===== config.mk =====
export PLATFORM = sky130hd
export DESIGN_NAME = strict_sched_top
export DESIGN_NICKNAME = d
export VERILOG_FILES = /design/src/sched_pkg.sv /design/src/class_queue_if.sv /design/src/strict_sched_top.sv /design/src/strict_egress.sv /design/src/class_fifo_bank.sv /design/src/ingress_classifier.sv /design/src/strict_arb.sv
export SDC_FILE = /design/constraint.sdc
export NUM_CORES = 1
export LEC_CHECK = 0
export BUFFER_PORTS_ARGS = -buffer_cell sky130_fd_sc_hd__buf_4
export CELL_PAD_IN_SITES_DETAIL_PLACEMENT = 1
export CELL_PAD_IN_SITES_GLOBAL_PLACEMENT = 1
export CORE_ASPECT_RATIO = 1.25
export CORE_MARGIN = 1
export CORE_UTILIZATION = 51
export CTS_CLUSTER_SIZE = 10
export DETAILED_ROUTE_END_ITERATION = 8
export PLACE_DENSITY = 0.82
export SYNTH_ARGS = -nofsm -noshare
export SYNTH_HDL_FRONTEND = slang
export SYNTH_SLANG_ARGS = --single-unit

===== constraint.sdc =====
create_clock -name clk -period 3.5 [get_ports clk]
set_clock_uncertainty 0.15 [all_clocks]
set_input_delay 0.7 -clock clk [delete_from_list [all_inputs] [get_ports clk]]
set_output_delay 0.7 -clock clk [all_outputs]
set_load 0.02 [all_outputs]

===== src/sched_pkg.sv =====
// Strict-priority scheduler package
// Holds the class count, FIFO depth and the vector types shared by every stage
`default_nettype none

package sched_pkg;

  // Number of traffic classes, class 0 has the highest priority
  localparam int num_classes = 4;

  // Entries held by each per-class FIFO
  localparam int queue_depth = 4;

  // Traffic class number carried with each packet
  typedef logic [1:0] class_t;

  // Packet payload byte
  typedef logic [7:0] data_t;

  // FIFO occupancy, which must reach queue_depth itself
  typedef logic [2:0] count_t;

  // FIFO read or write pointer, wraps naturally since the depth is a power of two
  typedef logic [1:0] ptr_t;

  // One bit per class, used for the full and non-empty flags
  typedef logic [num_classes-1:0] class_mask_t;

endpackage

`default_nettype wire

===== src/class_queue_if.sv =====
// Per-class queue interface
// Bundles the push side used by the classifier and the pop side used by egress
`default_nettype none

interface class_queue_if;
  import sched_pkg::*;

  // Push side, one packet per pulse into the FIFO selected by push_class
  logic        push;
  class_t      push_class;
  data_t       push_data;
  class_mask_t full;

  // Pop side, head_data is the head entry of pop_class and is read combinationally
  class_mask_t nonempty;
  logic        pop;
  class_t      pop_class;
  data_t       head_data;

  // Producer drives pushes and only needs the full flags
  modport writer (output push, push_class, push_data, input full);

  // The FIFO bank owns the status flags and the head entry
  modport bank (input push, push_class, push_data, pop, pop_class,
                output full, nonempty, head_data);

  // Consumer selects a class and pops it
  modport reader (output pop, pop_class, input nonempty, head_data);

endinterface

`default_nettype wire


===== src/strict_sched_top.sv =====
// Strict-priority packet scheduler top level
// Classifier feeds the per-class FIFO bank, which the egress stage drains in
// strict class order
`default_nettype none

module strict_sched_top (
  input  wire logic              clk,
  input  wire logic              reset,
  input  wire logic              in_valid,
  input  wire sched_pkg::class_t in_class,
  input  wire sched_pkg::data_t  in_data,
  input  wire logic              drain_en,
  output logic                   out_valid,
  output sched_pkg::class_t      out_class,
  output sched_pkg::data_t       out_data,
  output logic                   drop,
  output sched_pkg::class_t      drop_class
);

  // Push and pop sides of the FIFO bank
  class_queue_if q_if ();

  // Producer, registers packets and drops on full
  ingress_classifier i_ingress (
    .clk        (clk),
    .reset      (reset),
    .in_valid   (in_valid),
    .in_class   (in_class),
    .in_data    (in_data),
    .q          (q_if.writer),
    .drop       (drop),
    .drop_class (drop_class)
  );

  // Buffer, one FIFO per class
  class_fifo_bank i_bank (
    .clk   (clk),
    .reset (reset),
    .q     (q_if.bank)
  );

  // Consumer, strict drain with class 0 first
  strict_egress i_egress (
    .clk       (clk),
    .reset     (reset),
    .drain_en  (drain_en),
    .q         (q_if.reader),
    .out_valid (out_valid),
    .out_class (out_class),
    .out_data  (out_data)
  );

endmodule

`default_nettype wire


===== src/strict_egress.sv =====
// Strict-priority egress stage
// Picks the highest-priority non-empty class, pops its head entry while draining
// is enabled and presents it as a registered one-cycle output pulse
`default_nettype none

module strict_egress (
  input  wire logic         clk,
  input  wire logic         reset,
  input  wire logic         drain_en,
  class_queue_if.reader     q,
  output logic              out_valid,
  output sched_pkg::class_t out_class,
  output sched_pkg::data_t  out_data
);
  import sched_pkg::*;

  // Arbiter result over the non-empty flags
  logic   any_ready;
  class_t pick;

  strict_arb #(
    .NUM_REQS (num_classes)
  ) i_strict_arb (
    .reqs     (q.nonempty),
    .winner_v (any_ready),
    .winner   (pick)
  );

  // The pick always selects the head entry, the pop only happens while draining
  assign q.pop_class = pick;
  assign q.pop       = drain_en && any_ready;

  // Output pulse follows the popping edge
  always_ff @(posedge clk) begin
    if (reset) begin
      out_valid <= 1'b0;
    end else begin
      out_valid <= q.pop;
    end
    out_class <= pick;
    out_data  <= q.head_data;
  end

endmodule

`default_nettype wire


===== src/class_fifo_bank.sv =====
// Per-class FIFO bank
// Keeps one circular FIFO for every traffic class and reports full and non-empty
// flags together with the head entry of the class being popped
`default_nettype none

module class_fifo_bank (
  input  wire logic  clk,
  input  wire logic  reset,
  class_queue_if.bank q
);
  import sched_pkg::*;

  // Storage for all classes, indexed by class then by slot
  data_t  mem [num_classes][queue_depth];

  // Pointers and occupancy kept per class
  ptr_t   wr_ptr [num_classes];
  ptr_t   rd_ptr [num_classes];
  count_t count  [num_classes];

  // Decoded push and pop strobes, one bit per class
  class_mask_t push_sel;
  class_mask_t pop_sel;

  always_comb begin
    push_sel = '0;
    pop_sel  = '0;
    push_sel[q.push_class] = q.push;
    pop_sel[q.pop_class]   = q.pop;
  end

  // Payload writes need no reset, the pointers decide what is valid
  always_ff @(posedge clk) begin
    if (q.push) begin
      mem[q.push_class][wr_ptr[q.push_class]] <= q.push_data;
    end
  end

  // Pointer and occupancy update, callers guarantee no overflow or underflow
  always_ff @(posedge clk) begin
    if (reset) begin
      for (int c = 0; c < num_classes; c++) begin
        wr_ptr[c] <= '0;
        rd_ptr[c] <= '0;
        count[c]  <= '0;
      end
    end else begin
      for (int c = 0; c < num_classes; c++) begin
        if (push_sel[c]) begin
          wr_ptr[c] <= wr_ptr[c] + 1'b1;
        end
        if (pop_sel[c]) begin
          rd_ptr[c] <= rd_ptr[c] + 1'b1;
        end
        // A push and a pop together leave the occupancy unchanged
        case ({push_sel[c], pop_sel[c]})
          2'b10:   count[c] <= count[c] + 1'b1;
          2'b01:   count[c] <= count[c] - 1'b1;
          default: count[c] <= count[c];
        endcase
      end
    end
  end

  // Status flags come straight from the occupancy
  always_comb begin
    for (int c = 0; c < num_classes; c++) begin
      q.full[c]     = (count[c] == count_t'(queue_depth));
      q.nonempty[c] = (count[c] != '0);
    end
  end

  // Head entry of the class that egress is looking at
  assign q.head_data = mem[q.pop_class][rd_ptr[q.pop_class]];

endmodule

`default_nettype wire


===== src/ingress_classifier.sv =====
// Ingress classifier
// Registers each arriving packet, then pushes it into its class FIFO or drops it
// when that FIFO is full
`default_nettype none

module ingress_classifier (
  input  wire logic             clk,
  input  wire logic             reset,
  input  wire logic             in_valid,
  input  wire sched_pkg::class_t in_class,
  input  wire sched_pkg::data_t  in_data,
  class_queue_if.writer         q,
  output logic                  drop,
  output sched_pkg::class_t     drop_class
);
  import sched_pkg::*;

  // Packet held for one cycle while its FIFO is checked
  logic   pkt_valid;
  class_t pkt_class;
  data_t  pkt_data;

  // Only the strobe is control state, class and payload follow it
  always_ff @(posedge clk) begin
    if (reset) begin
      pkt_valid <= 1'b0;
    end else begin
      pkt_valid <= in_valid;
    end
    pkt_class <= in_class;
    pkt_data  <= in_data;
  end

  // Full is taken as it stands this cycle, a pop on the same class does not free a slot
  assign q.push       = pkt_valid && !q.full[pkt_class];
  assign q.push_class = pkt_class;
  assign q.push_data  = pkt_data;

  // The drop pulse lands one cycle after the push would have happened
  always_ff @(posedge clk) begin
    if (reset) begin
      drop <= 1'b0;
    end else begin
      drop <= pkt_valid && q.full[pkt_class];
    end
    drop_class <= pkt_class;
  end

endmodule

`default_nettype wire


===== src/strict_arb.sv =====
// Strict-priority arbiter
// Grants the lowest-numbered active request and flags whether any request is set
`default_nettype none

module strict_arb #(
  parameter int NUM_REQS = sched_pkg::num_classes
) (
  input  wire logic [NUM_REQS-1:0]         reqs,
  output logic                             winner_v,
  output logic [$clog2(NUM_REQS)-1:0]      winner
);

  // Any request at all means there is a valid grant
  assign winner_v = |reqs;

  // Scan from the top down so the lowest set index is the last one written
  always_comb begin
    winner = '0;
    for (int i = NUM_REQS - 1; i >= 0; i--) begin
      if (reqs[i]) begin
        winner = i[$clog2(NUM_REQS)-1:0];
      end
    end
  end

endmodule

`default_nettype wire


==> impl_metrics.yaml, run 1 <==
outcome:
  outcome: "finished with violations"
  violations: "DRC"
critical_path:
  end_kind: "flip-flop"
  critPathKind: "flip-flop to flip-flop"
  critPathRequiredTime_ns: 3.52
  cp-start-kind: "flip-flop"
  worstPathArrival_ns: 3.41
  critPathMaxFanout: 11
timing:
  layout_min_cycle_time_ns: 3.39
  timing.fmax_mhz: 295
  slew_headroom: 0.441
  setup_slack_ns: 0.107
  finalSetupViolations: 0
  hold_violations: 0
  fin_tns_setup_ns: 0
  period_share: 0.969
  maxSlewViolCount: 0
  hold_ws_ns: 0.217
  worst_slew_pin_slew_ns: 0.835
floorplan:
  initial_utilization: 0.524
  core-area_mm2: 0.0145
  die-area_mm2: 0.0154
  fp-row-count: 49
  io_pins: 28
  die_y_um: 138
  die_w_um: 111
power:
  p_leak_nw: 3.07
  power_density_mw_per_mm2: 610
  peakVddDrop_mv: 0.383
yosys:
  syn_nets: 606
  ys.warnings.count: 0
  synth-seq-cells: 181
  async_flop_share: 0
  avgSynthCellArea_um2: 13.1
  yosysSeqAreaShare: 0.684
  synth_area_mm2: 0.00758
  synth_edf_count: 156
  synth_cell_type_count: 48
  syn_inst: 578
  yosys_most_used_dff: "edfxtp_1"
finish:
  multi_input_area_mm2: 0.00218
  final_cell_mix: "edfxtp_1, buf_4, a21oi_1"
  nets: 644
  regArea_mm2: 0.00518
  fin_area_mm2: 0.00867
  fill_cells: 1452
  drive_gt1_frac: 0.176
  antenna_cells: 0
  layout_commonest_cell: "edfxtp_1"
  area_growth_pct: 14.3
  post-route-util: 0.599
routing:
  via_per_inst: 6.05
  ant_nets: 0
  drt_wl_total_um: 18700
  dr.pass1.iters: 6
  drtIter0Drc: 253
  wl_met1_um: 6860
  via_count: 4883
  drc: 4
  highest_layer: "met4"
  wl_met3_um: 704
  dr_wl_met2_um: 10600
  avgRoutedWirePerCell_um: 23.2
grt:
  first_global_vias: 5507
  antenna_found_initial: 0
  grt.overflow.total: 0
  grt_usage: 0.260
  grt_max_degree: 65
  grt_pass1_wl_um: 29600
clock_network:
  clockBufferDepth: 2
  cts_tree: "done"
  numCtsBuffers: 17
  path_clk_slew_ns: 0.07
  root_buffer: "clkbuf_16"
  clock-sinks: 181
  clock_latency_ns: 0.43
  cts.htree.levels: 4
placed_design:
  post_dp_cell_area_mm2: 0.00806
  dp_hpwl_um: 12200
  preCtsSetupSlack_ns: 0.174
  io_buffers: 27
  place_congestion: 0.794
worst_hold_path:
  min_path_type: "input pin to flip-flop"
flow_run:
  cap_violations: 0
==> cell usage after synthesis, types with 5 or more instances <==
| library cell | count | area share |
|---|---|---|
| nor2_1 | 30 | 0.015 |
| buf_1 | 5 | 0.0025 |
| nand2_1 | 36 | 0.018 |
| buf_2 | 6 | 0.0040 |
| mux2i_1 | 16 | 0.021 |
| mux2_2 | 9 | 0.013 |
| a21oi_1 | 38 | 0.025 |
| o21ai_0 | 33 | 0.022 |
| edfxtp_1 | 156 | 0.62 |
| nor3_1 | 29 | 0.019 |
| clkbuf_1 | 22 | 0.011 |
| ha_1 | 11 | 0.018 |
| inv_1 | 18 | 0.0089 |
| nand3_1 | 35 | 0.023 |
| nand2b_1 | 12 | 0.0099 |
| dfxtp_1 | 25 | 0.066 |
| nor2b_1 | 8 | 0.0066 |
| a31oi_1 | 33 | 0.027 |
| xnor2_1 | 8 | 0.0092 |
==> path summary, 6_finish.rpt <==
| check | startpoint | end | slack, ns | depth (start not counted) |
|---|---|---|---|---|
| setup / recovery | i_bank.count[3][0]$_DFFE_PP_ | i_bank.count[0][2]$_SDFFCE_PN0P_ | 0.11 | 14 |
| hold / removal | in_data[2] | i_ingress.q.push_data[2]$_DFF_P_ | 0.22 | 1 |
| setup reg to reg | i_bank.count[3][0]$_DFFE_PP_ | i_bank.count[0][2]$_SDFFCE_PN0P_ | 0.11 | 14 |
| hold reg to reg | i_ingress.q.push_class[1]$_DFF_P_ | i_ingress.drop_class[1]$_DFF_P_ | 0.31 | 0 |
==> metrics by stage <==
step | total power, W | instances
2_1_floorplan | 0.00308 | 578
3_3_place_gp | 0.00333 | 775
3_5_place_dp | 0.00338 | 775
4_1_cts | 0.00531 | 807
5_1_grt | 0.00547 | 807
6_report | 0.00529 | 807
==> routing by layer <==
| layer | vias to the layer above | global-route usage |
|---|---|---|
| met5 | - | 0 |
| met4 | 0 | 0.127 |
| met3 | 36 | 0.0530 |
| met2 | 123 | 0.486 |
| met1 | 2497 | 0.279 |
| li1 | 2227 | - |
==> kinds of logic (layout without fill, tap and decap cells) <==
family | count (synthesis) | in the layout | share of synthesized area
flip-flops | 181 | 181 | 0.684
AND/OR/NAND/NOR | 171 | 171 | 0.111
AO/OA/AOI/OAI | 120 | 120 | 0.0939
buffers and inverters | 54 | 105 | 0.0318
multiplexers | 27 | 27 | 0.0404
adder cells (fa/ha/maj) | 14 | 14 | 0.0261
XOR/XNOR | 11 | 11 | 0.0127
==> critical path: stages (launching register included) <==
cell       delay [ns]
edfxtp_1         0.37
inv_1            0.08
ha_1             0.22
and3_1           0.18
o21ai_1          0.21
o2111ai_1        0.17
buf_4            0.21
or2_2            0.32
ha_1             0.28
nand2b_1         0.12
fa_1             0.26
xor2_2           0.22
nor3_1           0.11
a21oi_1          0.18
nor2_1           0.06
==> power breakdown <==
| part | internal, W | switching, W | leakage, nW | total [W] |
|---|---|---|---|---|
| registers | 0.00245 | 0.0000845 | 1.65 | 0.00253 |
| clock network | 0.00114 | 0.000801 | 0.291 | 0.00194 |
| logic | 0.000312 | 0.000507 | 1.12 | 0.000819 |
==> final cells by class <==
| cell class | count | share of cell area |
|---|---|---|
| clock inverter | 13 | 0.0179 |
| sequential | 181 | 0.598 |
| tap | 178 | 0.0257 |
| inverter | 18 | 0.00779 |
| multi-input combinational | 343 | 0.252 |
| timing repair buffer | 55 | 0.0476 |
| clock buffer | 19 | 0.0511 |
==> repair_timing <==
action | 4_1_cts | 5_1_grt
setup endpoints to repair | 0 | 2
resized for setup | 0 | 4
hold buffers | 0 | 0
buffers inserted | 0 | 0
==> flip-flops by register name, indices dropped and copies added (netlist names) <==
| register | count |
|---|---|
| i_bank.count | 12 |
| i_bank.mem | 128 |
| i_bank.rd_ptr | 8 |
| i_bank.wr_ptr | 8 |
| i_egress.out_class | 2 |
| i_egress.out_data | 8 |
| i_egress.out_valid | 1 |
| i_ingress.drop | 1 |
| i_ingress.drop_class | 2 |
| i_ingress.pkt_valid | 1 |
| i_ingress.q.push_class | 2 |
| i_ingress.q.push_data | 8 |
Note: power is estimated with default switching activity, not from simulation.
==> run 2: changes to the inputs <==
- CORE_UTILIZATION: 51 -> 53
- CTS_BUF_LIST: default -> sky130_fd_sc_hd__clkbuf_8
- PLACE_DENSITY: 0.82 -> 0.85
==> impl_metrics.yaml, run 2 (synthesis gave the netlist of run 1 again) <==
outcome:
  outcome: "finished, final reports clean"
timing:
  finalSetupViolations: 0
  period_share: 0.921
  worst_slew_pin_slew_ns: 0.685
  rsz0062_at_grt: "false"
  slew_headroom: 0.542
  timing.fmax_mhz: 310
  setup_slack_ns: 0.278
  hold_violations: 0
  layout_min_cycle_time_ns: 3.22
  fin_tns_setup_ns: 0
  maxSlewViolCount: 0
clock_network:
  cts_resized: 0
  root_buffer: "clkbuf_8"
  clock-sinks: 181
  cts_tree: "done"
  clockBufferDepth: 2
  clock_latency_ns: 0.47
  path_clk_slew_ns: 0.09
  cts.htree.levels: 4
  ctsHoldBuffers: 0
  post_cts_buffers: 0
  numCtsBuffers: 17
routing:
  via_count: 4862
  wl_met1_um: 6980
  drtIter0Drc: 212
  dr_wl_met2_um: 10100
  avgRoutedWirePerCell_um: 22.6
  highest_layer: "met4"
  ant_nets: 0
  drc: 0
  wl_met3_um: 597
  dr.pass1.iters: 5
  via_per_inst: 6.04
  drt_wl_total_um: 18200
grt:
  grt_pass1_wl_um: 28500
  grt_usage: 0.270
  grt_max_degree: 47
  first_global_vias: 5415
  antenna_found_initial: 0
  grt.overflow.total: 0
finish:
  layout_commonest_cell: "edfxtp_1"
  largest_reg_flops: 128
  nets: 645
  area_growth_pct: 11.8
  fin_area_mm2: 0.00848
  final_cell_mix: "edfxtp_1, buf_4, a21oi_1"
  antenna_cells: 0
  drive_gt1_frac: 0.170
power:
  peakVddDrop_mv: 0.343
  power_density_mw_per_mm2: 563
  p_leak_nw: 3.01
critical_path:
  critPathMaxFanout: 7
  critPathKind: "flip-flop to flip-flop"
  cp-start-kind: "flip-flop"
  worstPathArrival_ns: 3.29
  end_kind: "flip-flop"
  critPathRequiredTime_ns: 3.57
floorplan:
  io_pins: 28
  die-area_mm2: 0.0148
  die_w_um: 109
  core-area_mm2: 0.0139
  die_y_um: 136
  fp-row-count: 48
  initial_utilization: 0.547
placed_design:
  io_buffers: 27
  post_dp_cell_area_mm2: 0.00806
  place_congestion: 0.849
  preCtsSetupSlack_ns: 0.141
  dp_hpwl_um: 12000
flow_run:
  cap_violations: 0
worst_hold_path:
  min_path_type: "input pin to flip-flop"
-- run 2: cell count changes in the layout (fill, tap and decap cells not counted), moves of 2 or more --
cell	delta
clkbuf_16	-17
clkinv_2	-2
clkbuf_8	+18
nor2_1	+2
inv_1	+5
nor2_2	-2
-- run 2: area by class of cell --
cell class                 count  area (µm²)
tap                          175         219
clock buffer                  19         262
inverter                      18        67.6
sequential                   181        5180
multi-input combinational    343        2180
timing repair buffer          56         420
fill                        1371        5400
clock inverter                13         144
-- run 2: report_power, final --
part | internal [W] | switching (W) | total, W
clock | 0.000732 | 0.000709 | 0.00144
combinational | 0.000311 | 0.000496 | 0.000807
sequential | 0.00244 | 0.0000830 | 0.00253
total | 0.00349 | 0.00129 | 0.00477
-- run 2: per-layer routing --
layer | GRT usage | up-vias
met1 | 0.291 | 2494
met3 | 0.0606 | 36
li1 | - | 2227
met4 | 0.131 | 0
met2 | 0.492 | 105
met5 | 0 | -
-- run 2: final timing paths --
kind / slack [ns] / to / cells after the start / from
max reg2reg: 0.28 / i_bank.count[2][2]$_SDFFCE_PN0P_ / 11 / i_bank.count[0][1]$_SDFFCE_PN0P_
max: 0.28 / i_bank.count[2][2]$_SDFFCE_PN0P_ / 11 / i_bank.count[0][1]$_SDFFCE_PN0P_
min reg2reg: 0.32 / i_ingress.drop_class[1]$_DFF_P_ / 0 / i_ingress.q.push_class[1]$_DFF_P_
min: 0.18 / i_ingress.q.push_class[1]$_DFF_P_ / 1 / in_class[1]
-- run 2: critical path, stage by stage (launching register included) --
cell and delay [ns]:
edfxtp_1 0.45, or3_1 0.54, nor2_1 0.24, nand3_1 0.22, inv_1 0.11, ha_1 0.25, nand2b_1 0.11, fa_1 0.44
xor2_1 0.20, nor3_1 0.08, a21oi_1 0.12, nor2_1 0.05
-- run 2: per-stage QoR --
step                      utilization  hold slack (ns)  power [W]  std cells
after floorplan                     -            0.269    0.00308        578
after global placement          0.581            0.301    0.00332        773
after detailed placement        0.581            0.310    0.00338        773
after CTS                       0.610            0.145    0.00480        805
after global routing            0.611            0.143    0.00495        805
final                           0.611            0.176    0.00477        805
==> run 3: changes to the inputs <==
- SETUP_SLACK_MARGIN: default -> 0.3
==> impl_metrics.yaml, run 3 (synthesis gave the netlist of run 1 again) <==
routing:
  via_count: 4827
  drtIter0Drc: 193
  drc: 0
  avgRoutedWirePerCell_um: 22.8
  dr.pass1.iters: 4
  via_per_inst: 5.99
  ant_nets: 0
  drt_wl_total_um: 18400
grt:
  first_global_vias: 5413
  grt_pass1_wl_um: 28600
  antenna_found_initial: 0
  grt_max_degree: 47
  grt.overflow.total: 0
  grt_usage: 0.271
clock_network:
  cts.htree.levels: 4
  cts_tree: "done"
  clock-sinks: 181
  path_clk_slew_ns: 0.09
  root_buffer: "clkbuf_8"
  clockBufferDepth: 2
  numCtsBuffers: 17
  clock_latency_ns: 0.47
  ctsHoldBuffers: 0
placed_design:
  place_congestion: 0.849
  post_dp_cell_area_mm2: 0.00806
  io_buffers: 27
  dp_hpwl_um: 12000
  placedCellCount: 773
  preCtsSetupSlack_ns: 0.141
power:
  power_density_mw_per_mm2: 562
  peakVddDrop_mv: 0.343
  p_leak_nw: 3.01
finish:
  fin_area_mm2: 0.00853
  area_growth_pct: 12.5
  drive_gt1_frac: 0.189
  layout_commonest_cell: "edfxtp_1"
  largest_reg_flops: 128
  instances_no_fill: 806
  antenna_cells: 0
  final_cell_mix: "edfxtp_1, buf_4, a21oi_1"
  post-route-util: 0.615
  nets: 646
  fill_cells: 1367
floorplan:
  fp-row-count: 48
  initial_utilization: 0.547
  die-area_mm2: 0.0148
  core-area_mm2: 0.0139
  die_w_um: 109
  die_y_um: 136
  io_pins: 28
critical_path:
  end_kind: "flip-flop"
  critPathRequiredTime_ns: 3.56
  critPathMaxFanout: 6
  crit_chain: "inv_1 > ha_1 > and3_1 > o21ai_2 > o2111ai_4 > or2_2 > ha_2 > nand2b_1 > fa_1 > xor2_1 > nor3_1 > a21oi_1 > nor2_1"
  critPathSlowestCell: "edfxtp_1"
  slowest_delay_ns: 0.39
  worstPathArrival_ns: 3.14
  cp-start-kind: "flip-flop"
  critPathKind: "flip-flop to flip-flop"
  path_buf_inv: 1
  cp_top_family: "simple AND/OR/NAND/NOR gates"
worst_hold_path:
  min_path_type: "input pin to flip-flop"
outcome:
  outcome: "finished, final reports clean"
flow_run:
  cap_violations: 0
timing:
  finalSetupViolations: 0
  maxSlewViolCount: 0
  fin_tns_setup_ns: 0
  setup_slack_ns: 0.412
  rsz0062_at_grt: "true"
  layout_min_cycle_time_ns: 3.09
  timing.fmax_mhz: 324
  period_share: 0.882
  worst_slew_pin_slew_ns: 0.685
  hold_violations: 0
  slew_headroom: 0.543
## run 3: cell type report
class                   instances  area, µm²  area share
repair buffers                 57        428      0.0502
clock inverters                13        144      0.0169
flip-flops and latches        181       5190       0.608
inverters                      18       67.6     0.00792
clock buffers                  19        262      0.0307
well taps                     175        219      0.0257
multi-input cells             343       2220       0.260
## run 3: final timing paths
path	startpoint	to	slack [ns]	depth (start not counted)
max	i_bank.count[3][0]$_DFFE_PP_	i_bank.count[1][2]$_SDFFCE_PN0P_	0.41	13
min	in_data[5]	i_ingress.q.push_data[5]$_DFF_P_	0.17	1
max reg2reg	i_bank.count[3][0]$_DFFE_PP_	i_bank.count[1][2]$_SDFFCE_PN0P_	0.41	13
min reg2reg	i_ingress.q.push_class[1]$_DFF_P_	i_ingress.drop_class[1]$_DFF_P_	0.29	0
## run 3: power breakdown
part           internal (W)  switching (W)  leakage (nW)
combinational      0.000318       0.000500          1.13
sequential          0.00244      0.0000845          1.65
clock              0.000732       0.000710         0.222
## run 3: per-layer routing
layer | up-vias | wire length (µm) | part of all wire | global-route usage
li1 | 2231 | - | - | -
met1 | 2452 | 6870 | 0.37 | 0.292
met2 | 120 | 10400 | 0.57 | 0.495
met3 | 24 | 727 | 0.040 | 0.0568
met4 | 0 | 397 | 0.022 | 0.131
met5 | - | 0 | 0 | 0
## run 3: worst register-to-register path, stage by stage (launching register included)
cell,delay [ns]
edfxtp_1,0.39
inv_1,0.08
ha_1,0.23
and3_1,0.20
o21ai_2,0.21
o2111ai_4,0.18
or2_2,0.36
ha_2,0.23
nand2b_1,0.12
fa_1,0.20
xor2_1,0.20
nor3_1,0.08
a21oi_1,0.13
nor2_1,0.06
## run 3: repair_timing
item,in CTS,in global routing
buffers inserted,0,1
hold endpoints to repair,0,0
gates resized for setup,4,10
setup endpoints to repair,5,6
pin swaps,1,1
## run 3: stage by stage
stage	total power [W]	hold slack [ns]
finish	0.00479	0.175
global route	0.00496	0.145
CTS	0.00480	0.145
detailed placement	0.00338	0.310
global placement	0.00332	0.301
floorplan	0.00308	0.269
